[config.mk]
export PLATFORM = sky130hd
export DESIGN_NAME = otp_part_unbuf
export DESIGN_NICKNAME = d
export VERILOG_FILES = /design/src/otp_part_pkg.sv /design/src/otp_part_unbuf.sv /design/src/otp_part_digest_lock.sv /design/src/otp_part_fsm.sv /design/src/otp_part_window.sv
export SDC_FILE = /design/constraint.sdc
export NUM_CORES = 1
export LEC_CHECK = 0
export ABC_AREA = 1
export BUFFER_PORTS_ARGS = -buffer_cell sky130_fd_sc_hd__buf_4
export CORE_ASPECT_RATIO = 2
export CORE_MARGIN = 1
export CORE_UTILIZATION = 47
export CTS_BUF_LIST = sky130_fd_sc_hd__clkbuf_4 sky130_fd_sc_hd__clkbuf_8
export CTS_CLUSTER_DIAMETER = 150
export DETAILED_ROUTE_END_ITERATION = 8
export GPL_ROUTABILITY_DRIVEN = 0
export PLACE_DENSITY = 0.8
export SYNTH_ARGS = -nofsm -noshare
export SYNTH_HDL_FRONTEND = slang
export SYNTH_SLANG_ARGS = --single-unit
[constraint.sdc]
create_clock -name clk_i -period 1.6 [get_ports clk_i]
set_input_delay 0.08 -clock clk_i [delete_from_list [all_inputs] [get_ports clk_i]]
set_output_delay 0.08 -clock clk_i [all_outputs]
set_load 0.03 [all_outputs]
[src/otp_part_pkg.sv]
////////////////////////////////////////////////////////////////////////////
// OTP unbuffered partition package
// Shared widths of the bus window and the OTP macro interface, the
// partition error codes and the control FSM states
////////////////////////////////////////////////////////////////////////////

package otp_part_pkg;

  ////////////////////////////////////////////////////////////////////////////
  // Widths
  ////////////////////////////////////////////////////////////////////////////

  // Digest width, also the width of one OTP read beat
  parameter int unsigned DigestWidth = 64;

  // Software read data
  parameter int unsigned BusDataWidth = 32;

  // OTP macro addressing, in bytes and in halfwords
  parameter int unsigned OtpByteAddrWidth = 11;
  parameter int unsigned OtpAddrShift     = 1;
  parameter int unsigned OtpAddrWidth     = OtpByteAddrWidth - OtpAddrShift;

  // Word address of the software window
  parameter int unsigned SwWindowAddrWidth = OtpByteAddrWidth - 2;

  // Read size field counts halfwords minus one
  parameter int unsigned OtpSizeWidth = 2;
  parameter int unsigned OtpWidth     = 16;

  ////////////////////////////////////////////////////////////////////////////
  // Error codes
  ////////////////////////////////////////////////////////////////////////////

  // Recoverable: NoError, MacroEccCorrError, AccessError
  // Everything else ends in the terminal error state
  typedef enum logic [2:0] {
    NoError             = 3'h0,
    MacroError          = 3'h1,
    MacroEccCorrError   = 3'h2,
    MacroEccUncorrError = 3'h3,
    AccessError         = 3'h4,
    CheckFailError      = 3'h5,
    FsmStateError       = 3'h6
  } otp_err_e;

  ////////////////////////////////////////////////////////////////////////////
  // Control FSM states
  ////////////////////////////////////////////////////////////////////////////

  // Code 3'h7 is unused and trapped by the FSM default branch
  typedef enum logic [2:0] {
    ResetSt    = 3'h0,
    InitSt     = 3'h1,
    InitWaitSt = 3'h2,
    IdleSt     = 3'h3,
    ReadSt     = 3'h4,
    ReadWaitSt = 3'h5,
    ErrorSt    = 3'h6
  } part_state_e;

endpackage
[src/otp_part_unbuf.sv]
////////////////////////////////////////////////////////////////////////////
// OTP unbuffered partition
// Digest readout on init, software reads through a word window, error
// reporting and lock outputs
////////////////////////////////////////////////////////////////////////////

`timescale 1ns/100ps

module otp_part_unbuf #(
  parameter int unsigned PartOffset  = 64,
  parameter int unsigned PartSize    = 64,
  parameter bit          ReadLockEn  = 1'b0,
  parameter bit          WriteLockEn = 1'b0
) (
  input  logic                                       clk_i,
  input  logic                                       rst_ni,
  // Init and status
  input  logic                                       init_req_i,
  output logic                                       init_done_o,
  input  logic                                       escalate_en_i,
  output otp_part_pkg::otp_err_e                     error_o,
  output logic                                       fsm_err_o,
  // Locks and digest
  input  logic                                       read_lock_i,
  input  logic                                       write_lock_i,
  output logic                                       read_lock_o,
  output logic                                       write_lock_o,
  output logic [otp_part_pkg::DigestWidth-1:0]       digest_o,
  // Bus window
  input  logic                                       bus_req_i,
  output logic                                       bus_gnt_o,
  input  logic [otp_part_pkg::SwWindowAddrWidth-1:0] bus_addr_i,
  output logic                                       bus_rvalid_o,
  output logic [1:0]                                 bus_rerror_o,
  output logic [otp_part_pkg::BusDataWidth-1:0]      bus_rdata_o,
  // OTP macro
  output logic                                       otp_req_o,
  output logic [otp_part_pkg::OtpAddrWidth-1:0]      otp_addr_o,
  output logic [otp_part_pkg::OtpSizeWidth-1:0]      otp_size_o,
  input  logic                                       otp_gnt_i,
  input  logic                                       otp_rvalid_i,
  input  logic [otp_part_pkg::DigestWidth-1:0]       otp_rdata_i,
  input  otp_part_pkg::otp_err_e                     otp_err_i
);

  logic addr_in_range;
  logic addr_sel_digest;
  logic rsp_ok;
  logic digest_wr_en;
  logic check_err;

  otp_part_window #(
    .PartOffset (PartOffset),
    .PartSize   (PartSize)
  ) i_window (
    .clk_i             (clk_i),
    .rst_ni            (rst_ni),
    .bus_addr_i        (bus_addr_i),
    .grant_i           (bus_gnt_o),
    .addr_sel_digest_i (addr_sel_digest),
    .rsp_ok_i          (rsp_ok),
    .otp_rdata_i       (otp_rdata_i),
    .addr_in_range_o   (addr_in_range),
    .otp_addr_o        (otp_addr_o),
    .otp_size_o        (otp_size_o),
    .bus_rdata_o       (bus_rdata_o)
  );

  // FSM checks reads against the aggregated read lock
  otp_part_fsm i_fsm (
    .clk_i             (clk_i),
    .rst_ni            (rst_ni),
    .init_req_i        (init_req_i),
    .escalate_en_i     (escalate_en_i),
    .bus_req_i         (bus_req_i),
    .addr_in_range_i   (addr_in_range),
    .read_lock_i       (read_lock_o),
    .check_err_i       (check_err),
    .otp_gnt_i         (otp_gnt_i),
    .otp_rvalid_i      (otp_rvalid_i),
    .otp_err_i         (otp_err_i),
    .init_done_o       (init_done_o),
    .bus_gnt_o         (bus_gnt_o),
    .bus_rvalid_o      (bus_rvalid_o),
    .bus_rerror_o      (bus_rerror_o),
    .rsp_ok_o          (rsp_ok),
    .otp_req_o         (otp_req_o),
    .addr_sel_digest_o (addr_sel_digest),
    .digest_wr_en_o    (digest_wr_en),
    .error_o           (error_o),
    .fsm_err_o         (fsm_err_o)
  );

  otp_part_digest_lock #(
    .ReadLockEn  (ReadLockEn),
    .WriteLockEn (WriteLockEn)
  ) i_digest_lock (
    .clk_i        (clk_i),
    .rst_ni       (rst_ni),
    .wr_en_i      (digest_wr_en),
    .wdata_i      (otp_rdata_i),
    .init_done_i  (init_done_o),
    .read_lock_i  (read_lock_i),
    .write_lock_i (write_lock_i),
    .digest_o     (digest_o),
    .check_err_o  (check_err),
    .read_lock_o  (read_lock_o),
    .write_lock_o (write_lock_o)
  );

endmodule

[src/otp_part_digest_lock.sv]
////////////////////////////////////////////////////////////////////////////
// OTP partition digest register and lock aggregation
// Holds the digest with per-byte parity and merges the incoming locks
// with the init state and the digest-based locks
////////////////////////////////////////////////////////////////////////////

`timescale 1ns/100ps

module otp_part_digest_lock #(
  parameter bit ReadLockEn  = 1'b0,
  parameter bit WriteLockEn = 1'b0
) (
  input  logic                                 clk_i,
  input  logic                                 rst_ni,
  input  logic                                 wr_en_i,
  input  logic [otp_part_pkg::DigestWidth-1:0] wdata_i,
  input  logic                                 init_done_i,
  input  logic                                 read_lock_i,
  input  logic                                 write_lock_i,
  output logic [otp_part_pkg::DigestWidth-1:0] digest_o,
  output logic                                 check_err_o,
  output logic                                 read_lock_o,
  output logic                                 write_lock_o
);

  localparam int unsigned NumBytes = otp_part_pkg::DigestWidth / 8;

  logic [otp_part_pkg::DigestWidth-1:0] digest_q;
  logic [NumBytes-1:0]                  par_d, par_q, par_err;
  logic                                 digest_set;

  // Even parity per byte, both for the write and for the stored value
  always_comb begin
    for (int i = 0; i < NumBytes; i++) begin
      par_d[i]   = ^wdata_i[8*i +: 8];
      par_err[i] = ^{digest_q[8*i +: 8], par_q[i]};
    end
  end

  // All zero is a consistent parity pair out of reset
  always_ff @(posedge clk_i or negedge rst_ni) begin
    if (!rst_ni) begin
      digest_q <= '0;
      par_q    <= '0;
    end else if (wr_en_i) begin
      digest_q <= wdata_i;
      par_q    <= par_d;
    end
  end

  assign digest_o    = digest_q;
  assign check_err_o = |par_err;

  ////////////////////////////////////////////////////////////////////////////
  // Lock aggregation
  ////////////////////////////////////////////////////////////////////////////

  // A programmed digest locks when the partition is configured for it
  assign digest_set   = |digest_q;
  assign read_lock_o  = read_lock_i  | ~init_done_i | (ReadLockEn  & digest_set);
  assign write_lock_o = write_lock_i | ~init_done_i | (WriteLockEn & digest_set);

  // Incoming locks always reach the outputs
  lock_propagates_a : assert property (
    @(posedge clk_i) disable iff (!rst_ni)
    (read_lock_i |-> read_lock_o) and (write_lock_i |-> write_lock_o)
  );

  // Uninitialized partition stays locked
  uninit_locked_a : assert property (
    @(posedge clk_i) disable iff (!rst_ni)
    !init_done_i |-> read_lock_o && write_lock_o
  );

endmodule

[src/otp_part_fsm.sv]
////////////////////////////////////////////////////////////////////////////
// OTP partition control FSM
// Reads the digest on init, serves bus reads with range and lock checks,
// latches error codes and locks down on fatal errors and escalation
////////////////////////////////////////////////////////////////////////////

`timescale 1ns/100ps

module otp_part_fsm (
  input  logic                   clk_i,
  input  logic                   rst_ni,
  input  logic                   init_req_i,
  input  logic                   escalate_en_i,
  input  logic                   bus_req_i,
  input  logic                   addr_in_range_i,
  input  logic                   read_lock_i,
  input  logic                   check_err_i,
  input  logic                   otp_gnt_i,
  input  logic                   otp_rvalid_i,
  input  otp_part_pkg::otp_err_e otp_err_i,
  output logic                   init_done_o,
  output logic                   bus_gnt_o,
  output logic                   bus_rvalid_o,
  output logic [1:0]             bus_rerror_o,
  output logic                   rsp_ok_o,
  output logic                   otp_req_o,
  output logic                   addr_sel_digest_o,
  output logic                   digest_wr_en_o,
  output otp_part_pkg::otp_err_e error_o,
  output logic                   fsm_err_o
);

  otp_part_pkg::part_state_e state_d, state_q;
  otp_part_pkg::otp_err_e    error_d, error_q;

  // A granted request still owes an error response
  logic pend_d, pend_q;

  // OTP response that does not end in the error state
  logic otp_ok;

  assign otp_ok = (otp_err_i == otp_part_pkg::NoError) ||
                  (otp_err_i == otp_part_pkg::MacroEccCorrError);

  always_comb begin
    state_d           = state_q;
    error_d           = error_q;
    pend_d            = 1'b0;
    init_done_o       = 1'b0;
    bus_gnt_o         = 1'b0;
    bus_rvalid_o      = 1'b0;
    bus_rerror_o      = 2'b00;
    otp_req_o         = 1'b0;
    addr_sel_digest_o = 1'b1;
    digest_wr_en_o    = 1'b0;
    fsm_err_o         = 1'b0;

    case (state_q)
      // Wait for the one init request
      otp_part_pkg::ResetSt: begin
        if (init_req_i) begin
          state_d = otp_part_pkg::InitSt;
        end
      end
      // Digest read, held until granted
      otp_part_pkg::InitSt: begin
        otp_req_o = 1'b1;
        if (otp_gnt_i) begin
          state_d = otp_part_pkg::InitWaitSt;
        end
      end
      // Store the digest, keep a correctable ECC code as a warning
      otp_part_pkg::InitWaitSt: begin
        if (otp_rvalid_i) begin
          digest_wr_en_o = 1'b1;
          error_d        = otp_err_i;
          state_d        = otp_ok ? otp_part_pkg::IdleSt : otp_part_pkg::ErrorSt;
        end
      end
      // Grant a request, which clears recoverable codes
      otp_part_pkg::IdleSt: begin
        init_done_o = 1'b1;
        if (bus_req_i) begin
          bus_gnt_o = 1'b1;
          error_d   = otp_part_pkg::NoError;
          state_d   = otp_part_pkg::ReadSt;
        end
      end
      // Range and lock check on the latched address
      otp_part_pkg::ReadSt: begin
        init_done_o = 1'b1;
        if (addr_in_range_i && !read_lock_i) begin
          otp_req_o         = 1'b1;
          addr_sel_digest_o = 1'b0;
          if (otp_gnt_i) begin
            state_d = otp_part_pkg::ReadWaitSt;
          end
        end else begin
          // Rejected, answered one cycle later from ReadWaitSt
          error_d = otp_part_pkg::AccessError;
          pend_d  = 1'b1;
          state_d = otp_part_pkg::ReadWaitSt;
        end
      end
      // Forward the OTP response, or the pending reject
      otp_part_pkg::ReadWaitSt: begin
        init_done_o       = 1'b1;
        addr_sel_digest_o = 1'b0;
        if (pend_q) begin
          bus_rvalid_o = 1'b1;
          bus_rerror_o = 2'b11;
          state_d      = otp_part_pkg::IdleSt;
        end else if (otp_rvalid_i) begin
          bus_rvalid_o = 1'b1;
          error_d      = otp_err_i;
          if (otp_ok) begin
            state_d = otp_part_pkg::IdleSt;
          end else begin
            bus_rerror_o = 2'b11;
            state_d      = otp_part_pkg::ErrorSt;
          end
        end
      end
      // Terminal state, every request gets a bus error
      otp_part_pkg::ErrorSt: begin
        if (error_q == otp_part_pkg::NoError) begin
          error_d = otp_part_pkg::FsmStateError;
        end
        if (pend_q) begin
          bus_rvalid_o = 1'b1;
          bus_rerror_o = 2'b11;
        end else if (bus_req_i) begin
          bus_gnt_o = 1'b1;
          pend_d    = 1'b1;
        end
      end
      // Unused encoding, treat as a glitch
      default: begin
        state_d   = otp_part_pkg::ErrorSt;
        fsm_err_o = 1'b1;
      end
    endcase

    ////////////////////////////////////////////////////////////////////////////
    // Lockdown, overrides the state logic above
    ////////////////////////////////////////////////////////////////////////////

    // Digest register integrity failure
    if (check_err_i) begin
      state_d = otp_part_pkg::ErrorSt;
      if (state_q != otp_part_pkg::ErrorSt) begin
        error_d = otp_part_pkg::CheckFailError;
      end
    end
    // Escalation wins over the check failure code
    if (escalate_en_i) begin
      state_d   = otp_part_pkg::ErrorSt;
      fsm_err_o = 1'b1;
      if (state_q != otp_part_pkg::ErrorSt) begin
        error_d = otp_part_pkg::FsmStateError;
      end
    end
    // An outstanding request is answered from ErrorSt
    if ((check_err_i || escalate_en_i) && !bus_rvalid_o &&
        (bus_gnt_o || state_q inside {otp_part_pkg::ReadSt, otp_part_pkg::ReadWaitSt})) begin
      pend_d = 1'b1;
    end
  end

  assign rsp_ok_o = bus_rvalid_o && (bus_rerror_o == 2'b00);
  assign error_o  = error_q;

  always_ff @(posedge clk_i or negedge rst_ni) begin
    if (!rst_ni) begin
      state_q <= otp_part_pkg::ResetSt;
      error_q <= otp_part_pkg::NoError;
      pend_q  <= 1'b0;
    end else begin
      state_q <= state_d;
      error_q <= error_d;
      pend_q  <= pend_d;
    end
  end

  ////////////////////////////////////////////////////////////////////////////
  // Assertions
  ////////////////////////////////////////////////////////////////////////////

  // A read granted while locked ends in a bus error two cycles on
  read_on_lock_errors_a : assert property (
    @(posedge clk_i) disable iff (!rst_ni)
    (bus_gnt_o && state_q == otp_part_pkg::IdleSt && !escalate_en_i && !check_err_i)
    ##1 read_lock_i |=> bus_rvalid_o && bus_rerror_o == 2'b11
  );

  // Digest integrity failure locks the partition down
  check_err_to_error_a : assert property (
    @(posedge clk_i) disable iff (!rst_ni)
    check_err_i |=> state_q == otp_part_pkg::ErrorSt
  );

endmodule

[src/otp_part_window.sv]
////////////////////////////////////////////////////////////////////////////
// OTP partition bus window
// Latches the bus word address, checks it against the partition range,
// builds the OTP halfword address and size, and gates the read data
////////////////////////////////////////////////////////////////////////////

`timescale 1ns/100ps

module otp_part_window #(
  parameter int unsigned PartOffset = 0,
  parameter int unsigned PartSize   = 64
) (
  input  logic                                       clk_i,
  input  logic                                       rst_ni,
  input  logic [otp_part_pkg::SwWindowAddrWidth-1:0] bus_addr_i,
  input  logic                                       grant_i,
  input  logic                                       addr_sel_digest_i,
  input  logic                                       rsp_ok_i,
  input  logic [otp_part_pkg::DigestWidth-1:0]       otp_rdata_i,
  output logic                                       addr_in_range_o,
  output logic [otp_part_pkg::OtpAddrWidth-1:0]      otp_addr_o,
  output logic [otp_part_pkg::OtpSizeWidth-1:0]      otp_size_o,
  output logic [otp_part_pkg::BusDataWidth-1:0]      bus_rdata_o
);

  localparam int unsigned BaW = otp_part_pkg::OtpByteAddrWidth;
  localparam int unsigned Sh  = otp_part_pkg::OtpAddrShift;

  // Bounds carry one extra bit so the end of a top partition still fits
  localparam logic [BaW:0] PartStart = (BaW+1)'(PartOffset);
  localparam logic [BaW:0] PartEnd   = PartStart + (BaW+1)'(PartSize);

  // Digest sits in the last block of the partition
  localparam logic [BaW:0] DigestByteAddr =
      PartEnd - (BaW+1)'(otp_part_pkg::DigestWidth / 8);
  localparam logic [otp_part_pkg::OtpAddrWidth-1:0] DigestHalfAddr =
      DigestByteAddr[BaW-1:Sh];

  // Halfwords minus one per access
  localparam logic [otp_part_pkg::OtpSizeWidth-1:0] DigestSize =
      otp_part_pkg::OtpSizeWidth'(otp_part_pkg::DigestWidth / otp_part_pkg::OtpWidth - 1);
  localparam logic [otp_part_pkg::OtpSizeWidth-1:0] WordSize =
      otp_part_pkg::OtpSizeWidth'(otp_part_pkg::BusDataWidth / otp_part_pkg::OtpWidth - 1);

  logic [otp_part_pkg::SwWindowAddrWidth-1:0] addr_q;
  logic [BaW-1:0]                             byte_addr;

  // Address latch, loaded on the bus grant
  always_ff @(posedge clk_i or negedge rst_ni) begin
    if (!rst_ni) begin
      addr_q <= '0;
    end else if (grant_i) begin
      addr_q <= bus_addr_i;
    end
  end

  // Word address to byte address
  assign byte_addr = {addr_q, 2'b00};

  // Range check against [PartStart, PartEnd)
  assign addr_in_range_o = ({1'b0, byte_addr} >= PartStart) &&
                           ({1'b0, byte_addr} <  PartEnd);

  // OTP works on halfwords
  assign otp_addr_o = addr_sel_digest_i ? DigestHalfAddr : byte_addr[BaW-1:Sh];
  assign otp_size_o = addr_sel_digest_i ? DigestSize : WordSize;

  // Lower word only, and zero on any error response
  assign bus_rdata_o = rsp_ok_i ? otp_rdata_i[otp_part_pkg::BusDataWidth-1:0] : '0;

  ////////////////////////////////////////////////////////////////////////////
  // Assertions
  ////////////////////////////////////////////////////////////////////////////

  // Range check and OTP address must never see an unknown address
  addr_known_after_grant_a : assert property (
    @(posedge clk_i) disable iff (!rst_ni)
    grant_i |=> !$isunknown(addr_q)
  );

endmodule

Word-level counts from Yosys, hierarchy flattened
Cells that the tools add are included.

storage, ports and cells
  flip-flop bits (word level) = 88
  input port bits = 85

cells by class
  magnitude comparators = 2
  equality and inequality tests = 13
  mux-type cells = 46
  bitwise operators = 3
  reductions and logical operators = 35

operators with widths
  operator             count
  $reduce_xor 9->1     8
  $reduce_xor 8->1     8
  $mux 3               19
  $mux 32              1
  $pmux 3 s7           1
  $pmux 3 s5           1
  $mux 1               12
  $ne 4x3->1 const B   3
  $ge 11x7->1 const B  1
  $lt 11x8->1 const B  1
  $mux 10              1
  $mux 2               5
  $pmux 1 s2           5
  $eq 3x2->1 const B   3
  $eq 3x3->1 const B   3
  $logic_not 3->1      3
  $reduce_or 8->1      1
  $reduce_or 7->1      1
  $logic_and 1x1->1    5
  $ne 5x4->1 const B   1
  $reduce_and 5->1     1
  $pmux 2 s2           1
  $eq 3x1->1 const B   1
  $logic_or 1x1->1     3
  8 further kinds      10

Depth between registers and ports, before layout
  depth after elaboration = 13
  mapped depth = 16
  depth with buffers taken out = 16

Modules after synthesis
Synthesis repeated with hierarchy kept, for this count alone.

second synthesis, totals
  cell total of the unflattened synthesis = 825
  area, all modules = 5656.7 µm²

by module, submodules not included
  module                instances  cells each  area an instance (µm²)
  otp_part_digest_lock  1          575         4152.7
  otp_part_fsm          1          126         783.3
  otp_part_window       1          124         720.7

Worst setup path before layout
No wires, ideal clock.

  path type = reg2out
  start = reg i_fsm.state_q[2]
  end = out bus_rdata_o[10] (netlist bit)
  arrival = 1867 ps
  data required time = 1520 ps
  slack = -347 ps
  cell stages (with the launch flop) = 10
  path buffers = 1
  cell sequence = dfrtp_1 > inv_4 > nor2_4 > nand2_1 > inv_1 > o21ai_2 > nand2_1 > nand2_2 > buf_6 > nor2_1

RTL lines
  element                 line                   text
  from (decl)             otp_part_fsm.sv:33     otp_part_pkg::part_state_e state_d, state_q;
  from (signal assigned)  otp_part_fsm.sv:175    state_q <= otp_part_pkg::ResetSt;
  from (signal assigned)  otp_part_fsm.sv:179    state_q <= state_d;
  $eq 3x3->1              otp_part_fsm.sv:58     case (state_q)
  $pmux 1 s2 *            otp_part_fsm.sv:58
  via bus_rvalid_o        otp_part_unbuf.sv:33   output logic bus_rvalid_o,
  $logic_and 1x1->1 *     otp_part_fsm.sv:170    assign rsp_ok_o = bus_rvalid_o && (bus_rerror_o == 2'b00);
  $mux 32 *               otp_part_window.sv:69  assign bus_rdata_o = rsp_ok_i ? otp_rdata_i[otp_part_pkg::BusDataWidth-1:0] : '0;
  to (decl)               otp_part_unbuf.sv:35   output logic [otp_part_pkg::BusDataWidth-1:0] bus_rdata_o,

The timed path passes the listed nets; every way through them passes the cells marked *.

Final worst setup path
  start = reg i_window.addr_q[5] (netlist bit)
  end = out otp_addr_o[4] (netlist bit)

on the way
  word-level cells in the longest chain between the ends = 6

RTL lines
  element                                     line                                          text
  from (decl)                                 otp_part_window.sv:45                         logic [otp_part_pkg::SwWindowAddrWidth-1:0] addr_q;
  from (signal assigned)                      otp_part_window.sv:53                         addr_q <= bus_addr_i;
  $ge 11x7->1 or $lt 11x8->1 (tied branches)  otp_part_window.sv:61, otp_part_window.sv:62
  $logic_and 1x1->1 *                         otp_part_window.sv:61                         assign addr_in_range_o = ({1'b0, byte_addr} >= PartStart) &&
  $logic_and 1x1->1 *                         otp_part_fsm.sv:92                            if (addr_in_range_i && !read_lock_i) begin
  $mux 1 *                                    otp_part_fsm.sv:92
  $pmux 1 s2 *                                otp_part_fsm.sv:58
  $mux 10 *                                   otp_part_window.sv:65                         assign otp_addr_o = addr_sel_digest_i ? DigestHalfAddr : byte_addr[BaW-1:Sh];
  to (decl)                                   otp_part_unbuf.sv:38                          output logic [otp_part_pkg::OtpAddrWidth-1:0] otp_addr_o,

Mark *: on every way between the ends. The rest lies on a longest branch, timed or not.

==> flow_metrics.py <==
metrics = {
    "run_status": {
        "status": "complete, but fails checks",
        "failing_checks": "negative setup slack",
    },
    "place": {
        "numPlacedInstances": 1093,
        "port-buffer-count": 202,
        "post-place-ws_ns": -0.0949,
        "place_hpwl_um": 11900,
    },
    "cells_and_area": {
        "finish.cell_count_without_fillers": 1209,
        "diodes_inserted": 0,
        "layout_common_cells": "sky130_fd_sc_hd__buf_4 (197), sky130_fd_sc_hd__nand2_1 (160), sky130_fd_sc_hd__inv_1 (111)",
        "drive_gt1_share_pct": 47.7,
        "finish.net_count": 1147,
        "final_common_cell": "sky130_fd_sc_hd__buf_4",
        "area_growth_pct": 77.6,
    },
    "setup_path": {
        "crit_arrival_ns": 1.95,
        "critPathLaunchType": "register",
        "crit_path_category": "reg -> out",
        "required_ns": 1.52,
        "crit_path_end_kind": "output pin",
        "critical_path_peak_fanout": 4,
    },
    "timing": {
        "setup_viol": 138,
        "post-route-worst-setup-slack_ns": -0.434,
        "finalCritPeriodShare_pct": 127,
        "finalCriticalPeriod_ns": 2.03,
        "accumulated_negative_setup_slack_ns": -32.53,
        "finalHoldViolCount": 0,
        "maxClockFrequency_mhz": 492,
        "clock_skew_ns": 0.0189,
        "whs_ns": 0.0103,
        "drv_slew": 0,
        "rsz0062_at_grt": "true",
    },
    "synthesis": {
        "postSynthNetCount": 824,
        "postSynthAreaPerCell_um2": 7.53,
        "yosys_cell_types": 37,
        "postSynthCellCount": 739,
        "synth-warning-count": 0,
        "async_reset_ff_share_pct": 100,
        "mappedNetlistArea_um2": 5570,
        "synth-seq-area-share_pct": 39.6,
        "yosys_register_bits": 88,
        "postSynth.topFlopCell": "sky130_fd_sc_hd__dfrtp_1",
        "synth_enable_flop_cells": 0,
    },
    "worst_hold_path": {
        "min-delay-path-class": "in -> reg",
    },
    "floorplanning": {
        "boundaryPins": 205,
        "placeable_core_region_um2": 11400,
        "die_x_um": 79.0,
        "die_height_um": 156,
        "rows": 55,
        "fp.dieArea_um2": 12300,
        "initial_utilization_pct": 48.7,
    },
    "route": {
        "post_drt_via_cell_ratio": 5.30,
        "drt-initial-drc-count": 380,
        "firstDrtPassIters": 5,
        "detailroute.via_count": 6411,
        "totalWireLength_um": 22800,
        "routed_wire_length_per_instance_um": 18.9,
        "antenna_violating_nets_post_route": 0,
        "count_of_unresolved_drc_violations_after_routing": 0,
    },
    "global_routing": {
        "gr-total-overflow": 0,
        "grt_start_max_net_pins": 37,
        "grt_use_total_pct": 30.4,
        "grt_pass1_wl_um": 28500,
        "antenna_found_initial": 0,
        "grt_pass1_vias": 6228,
    },
    "clock_tree": {
        "cts_tree": "done",
        "htreeDepth": 3,
        "clock-root-buffer": "sky130_fd_sc_hd__clkbuf_8",
        "clock_path_buffers": 2,
        "numCtsBuffers": 9,
        "insertion_delay_ns": 0.38,
        "clkTransAtPathRegs_ns": 0.10,
        "clock_sink_count": 88,
    },
    "run": {
        "maxCapViolations": 0,
    },
    "power": {
        "powerDensity_nw_per_um2": 585,
        "ir_worst_vdd_mv": 0.950,
        "power_leakage_nw": 5.12,
        "totalPowerFinal_w": 0.00579,
    },
}
==> area by class of cell <==
type                    instances  area (um^2)
inverters                     126          483
flip-flops and latches         88         2210
fillers                       585         1540
repair buffers                336         3330
multi-input cells             501         3480
clock inverters                 5         55.1
clock buffers                  11          151
well taps                     142          178
==> registers in the layout (all words and copies together) (netlist names) <==
register and flops:
i_digest_lock.digest_o 64, i_window.addr_q 9, i_digest_lock.par_q 8, i_fsm.error_o 3, i_fsm.state_q 3, i_fsm.pend_q 1
==> critical path, cell delays in order (launching register included) <==
cell and delay [ns]:
sky130_fd_sc_hd__dfrtp_1 0.39, sky130_fd_sc_hd__inv_2 0.09, sky130_fd_sc_hd__nand3_4 0.09, sky130_fd_sc_hd__nor3_4 0.22, sky130_fd_sc_hd__nand3_2 0.10, sky130_fd_sc_hd__nand2_2 0.09
sky130_fd_sc_hd__inv_2 0.05, sky130_fd_sc_hd__nor2_4 0.18, sky130_fd_sc_hd__buf_6 0.18, sky130_fd_sc_hd__nand2_2 0.07, sky130_fd_sc_hd__buf_6 0.14
==> logic make-up (layout without fill, tap and decap cells) <==
| group | Yosys count | count (layout) | share of synthesized area, % |
|---|---|---|---|
| other | 2 | 2 | 0.135 |
| muxes | 25 | 25 | 5.26 |
| DFF | 88 | 88 | 39.6 |
| xor gates and xnor gates | 74 | 74 | 11.6 |
| and+or+nand+nor | 314 | 314 | 23.3 |
| AOI/OAI and AO/OA | 86 | 86 | 8.40 |
| buffers and inverters | 150 | 478 | 11.7 |
==> cells in the mapped netlist (2+ instances only) <==
library cell	number	area share, %
sky130_fd_sc_hd__nand2_1	211	14
sky130_fd_sc_hd__inv_1	122	8.2
sky130_fd_sc_hd__dfrtp_1	88	40
sky130_fd_sc_hd__nor2_1	55	3.7
sky130_fd_sc_hd__o21ai_0	53	4.8
sky130_fd_sc_hd__xnor2_1	49	7.7
sky130_fd_sc_hd__nand3_1	31	2.8
sky130_fd_sc_hd__xor2_1	25	3.9
sky130_fd_sc_hd__mux2_2	22	4.4
sky130_fd_sc_hd__a21oi_1	17	1.5
sky130_fd_sc_hd__buf_6	9	1.8
sky130_fd_sc_hd__clkbuf_1	9	0.61
sky130_fd_sc_hd__o21ai_1	7	0.63
sky130_fd_sc_hd__buf_4	4	0.54
sky130_fd_sc_hd__inv_2	3	0.20
sky130_fd_sc_hd__mux2_4	3	0.81
sky130_fd_sc_hd__nand2_2	3	0.34
sky130_fd_sc_hd__nand3b_1	3	0.40
sky130_fd_sc_hd__nor2_4	3	0.61
sky130_fd_sc_hd__buf_2	2	0.18
sky130_fd_sc_hd__conb_1	2	0.13
sky130_fd_sc_hd__o21bai_1	2	0.27
sky130_fd_sc_hd__or2_2	2	0.22
==> per-stage QoR <==
stage,utilization [%],cell area [um^2]
after detailed placement,67.5,7710
after global placement,67.5,7710
after global routing,86.5,9890
final,86.5,9890
after CTS,78.4,8960
after floorplan,-,5850
==> report_power, final <==
part           total [W]  switching, W  internal [W]
combinational    0.00178      0.000979      0.000805
sequential       0.00235     0.0000589       0.00229
clock            0.00166      0.000853      0.000802
==> metal layers <==
| layer | GRT usage [%] | up-vias | routed length (um) |
|---|---|---|---|
| met3 | 6.32 | 117 | 1120 |
| met1 | 26.6 | 3088 | 6880 |
| met4 | 21.0 | 0 | 1590 |
| met2 | 58.9 | 304 | 13200 |
| li1 | - | 2902 | - |
| met5 | 0 | - | 0 |
==> final timing paths <==
path	start	endpoint	slack, ns	cells past startpoint
min in group asynchronous	rst_ni	i_digest_lock.digest_o[36]	0.21	2
worst max-delay path	i_window.addr_q[5]	otp_addr_o[4]	-0.43	10
worst min-delay path	otp_rdata_i[29]	i_digest_lock.digest_o[29]	0.01	3
worst max register to register	i_fsm.state_q[0]	i_digest_lock.digest_o[43]	-0.26	8
max in group asynchronous	rst_ni	i_window.addr_q[7]	0.84	3
worst min register to register	i_digest_lock.par_q[0]	i_digest_lock.par_q[0]	0.53	2
==> timing repair <==
action / in CTS / in global routing
hold buffers: 43 / 0
endpoints found under the setup margin: 83 / 138
cloned: 7 / 10
buffers inserted: 14 / 27
pin swaps: 10 / 9
endpoints found under the hold margin: 74 / 0
gates resized for setup: 84 / 181
Note: power is estimated with default switching activity, not from simulation.
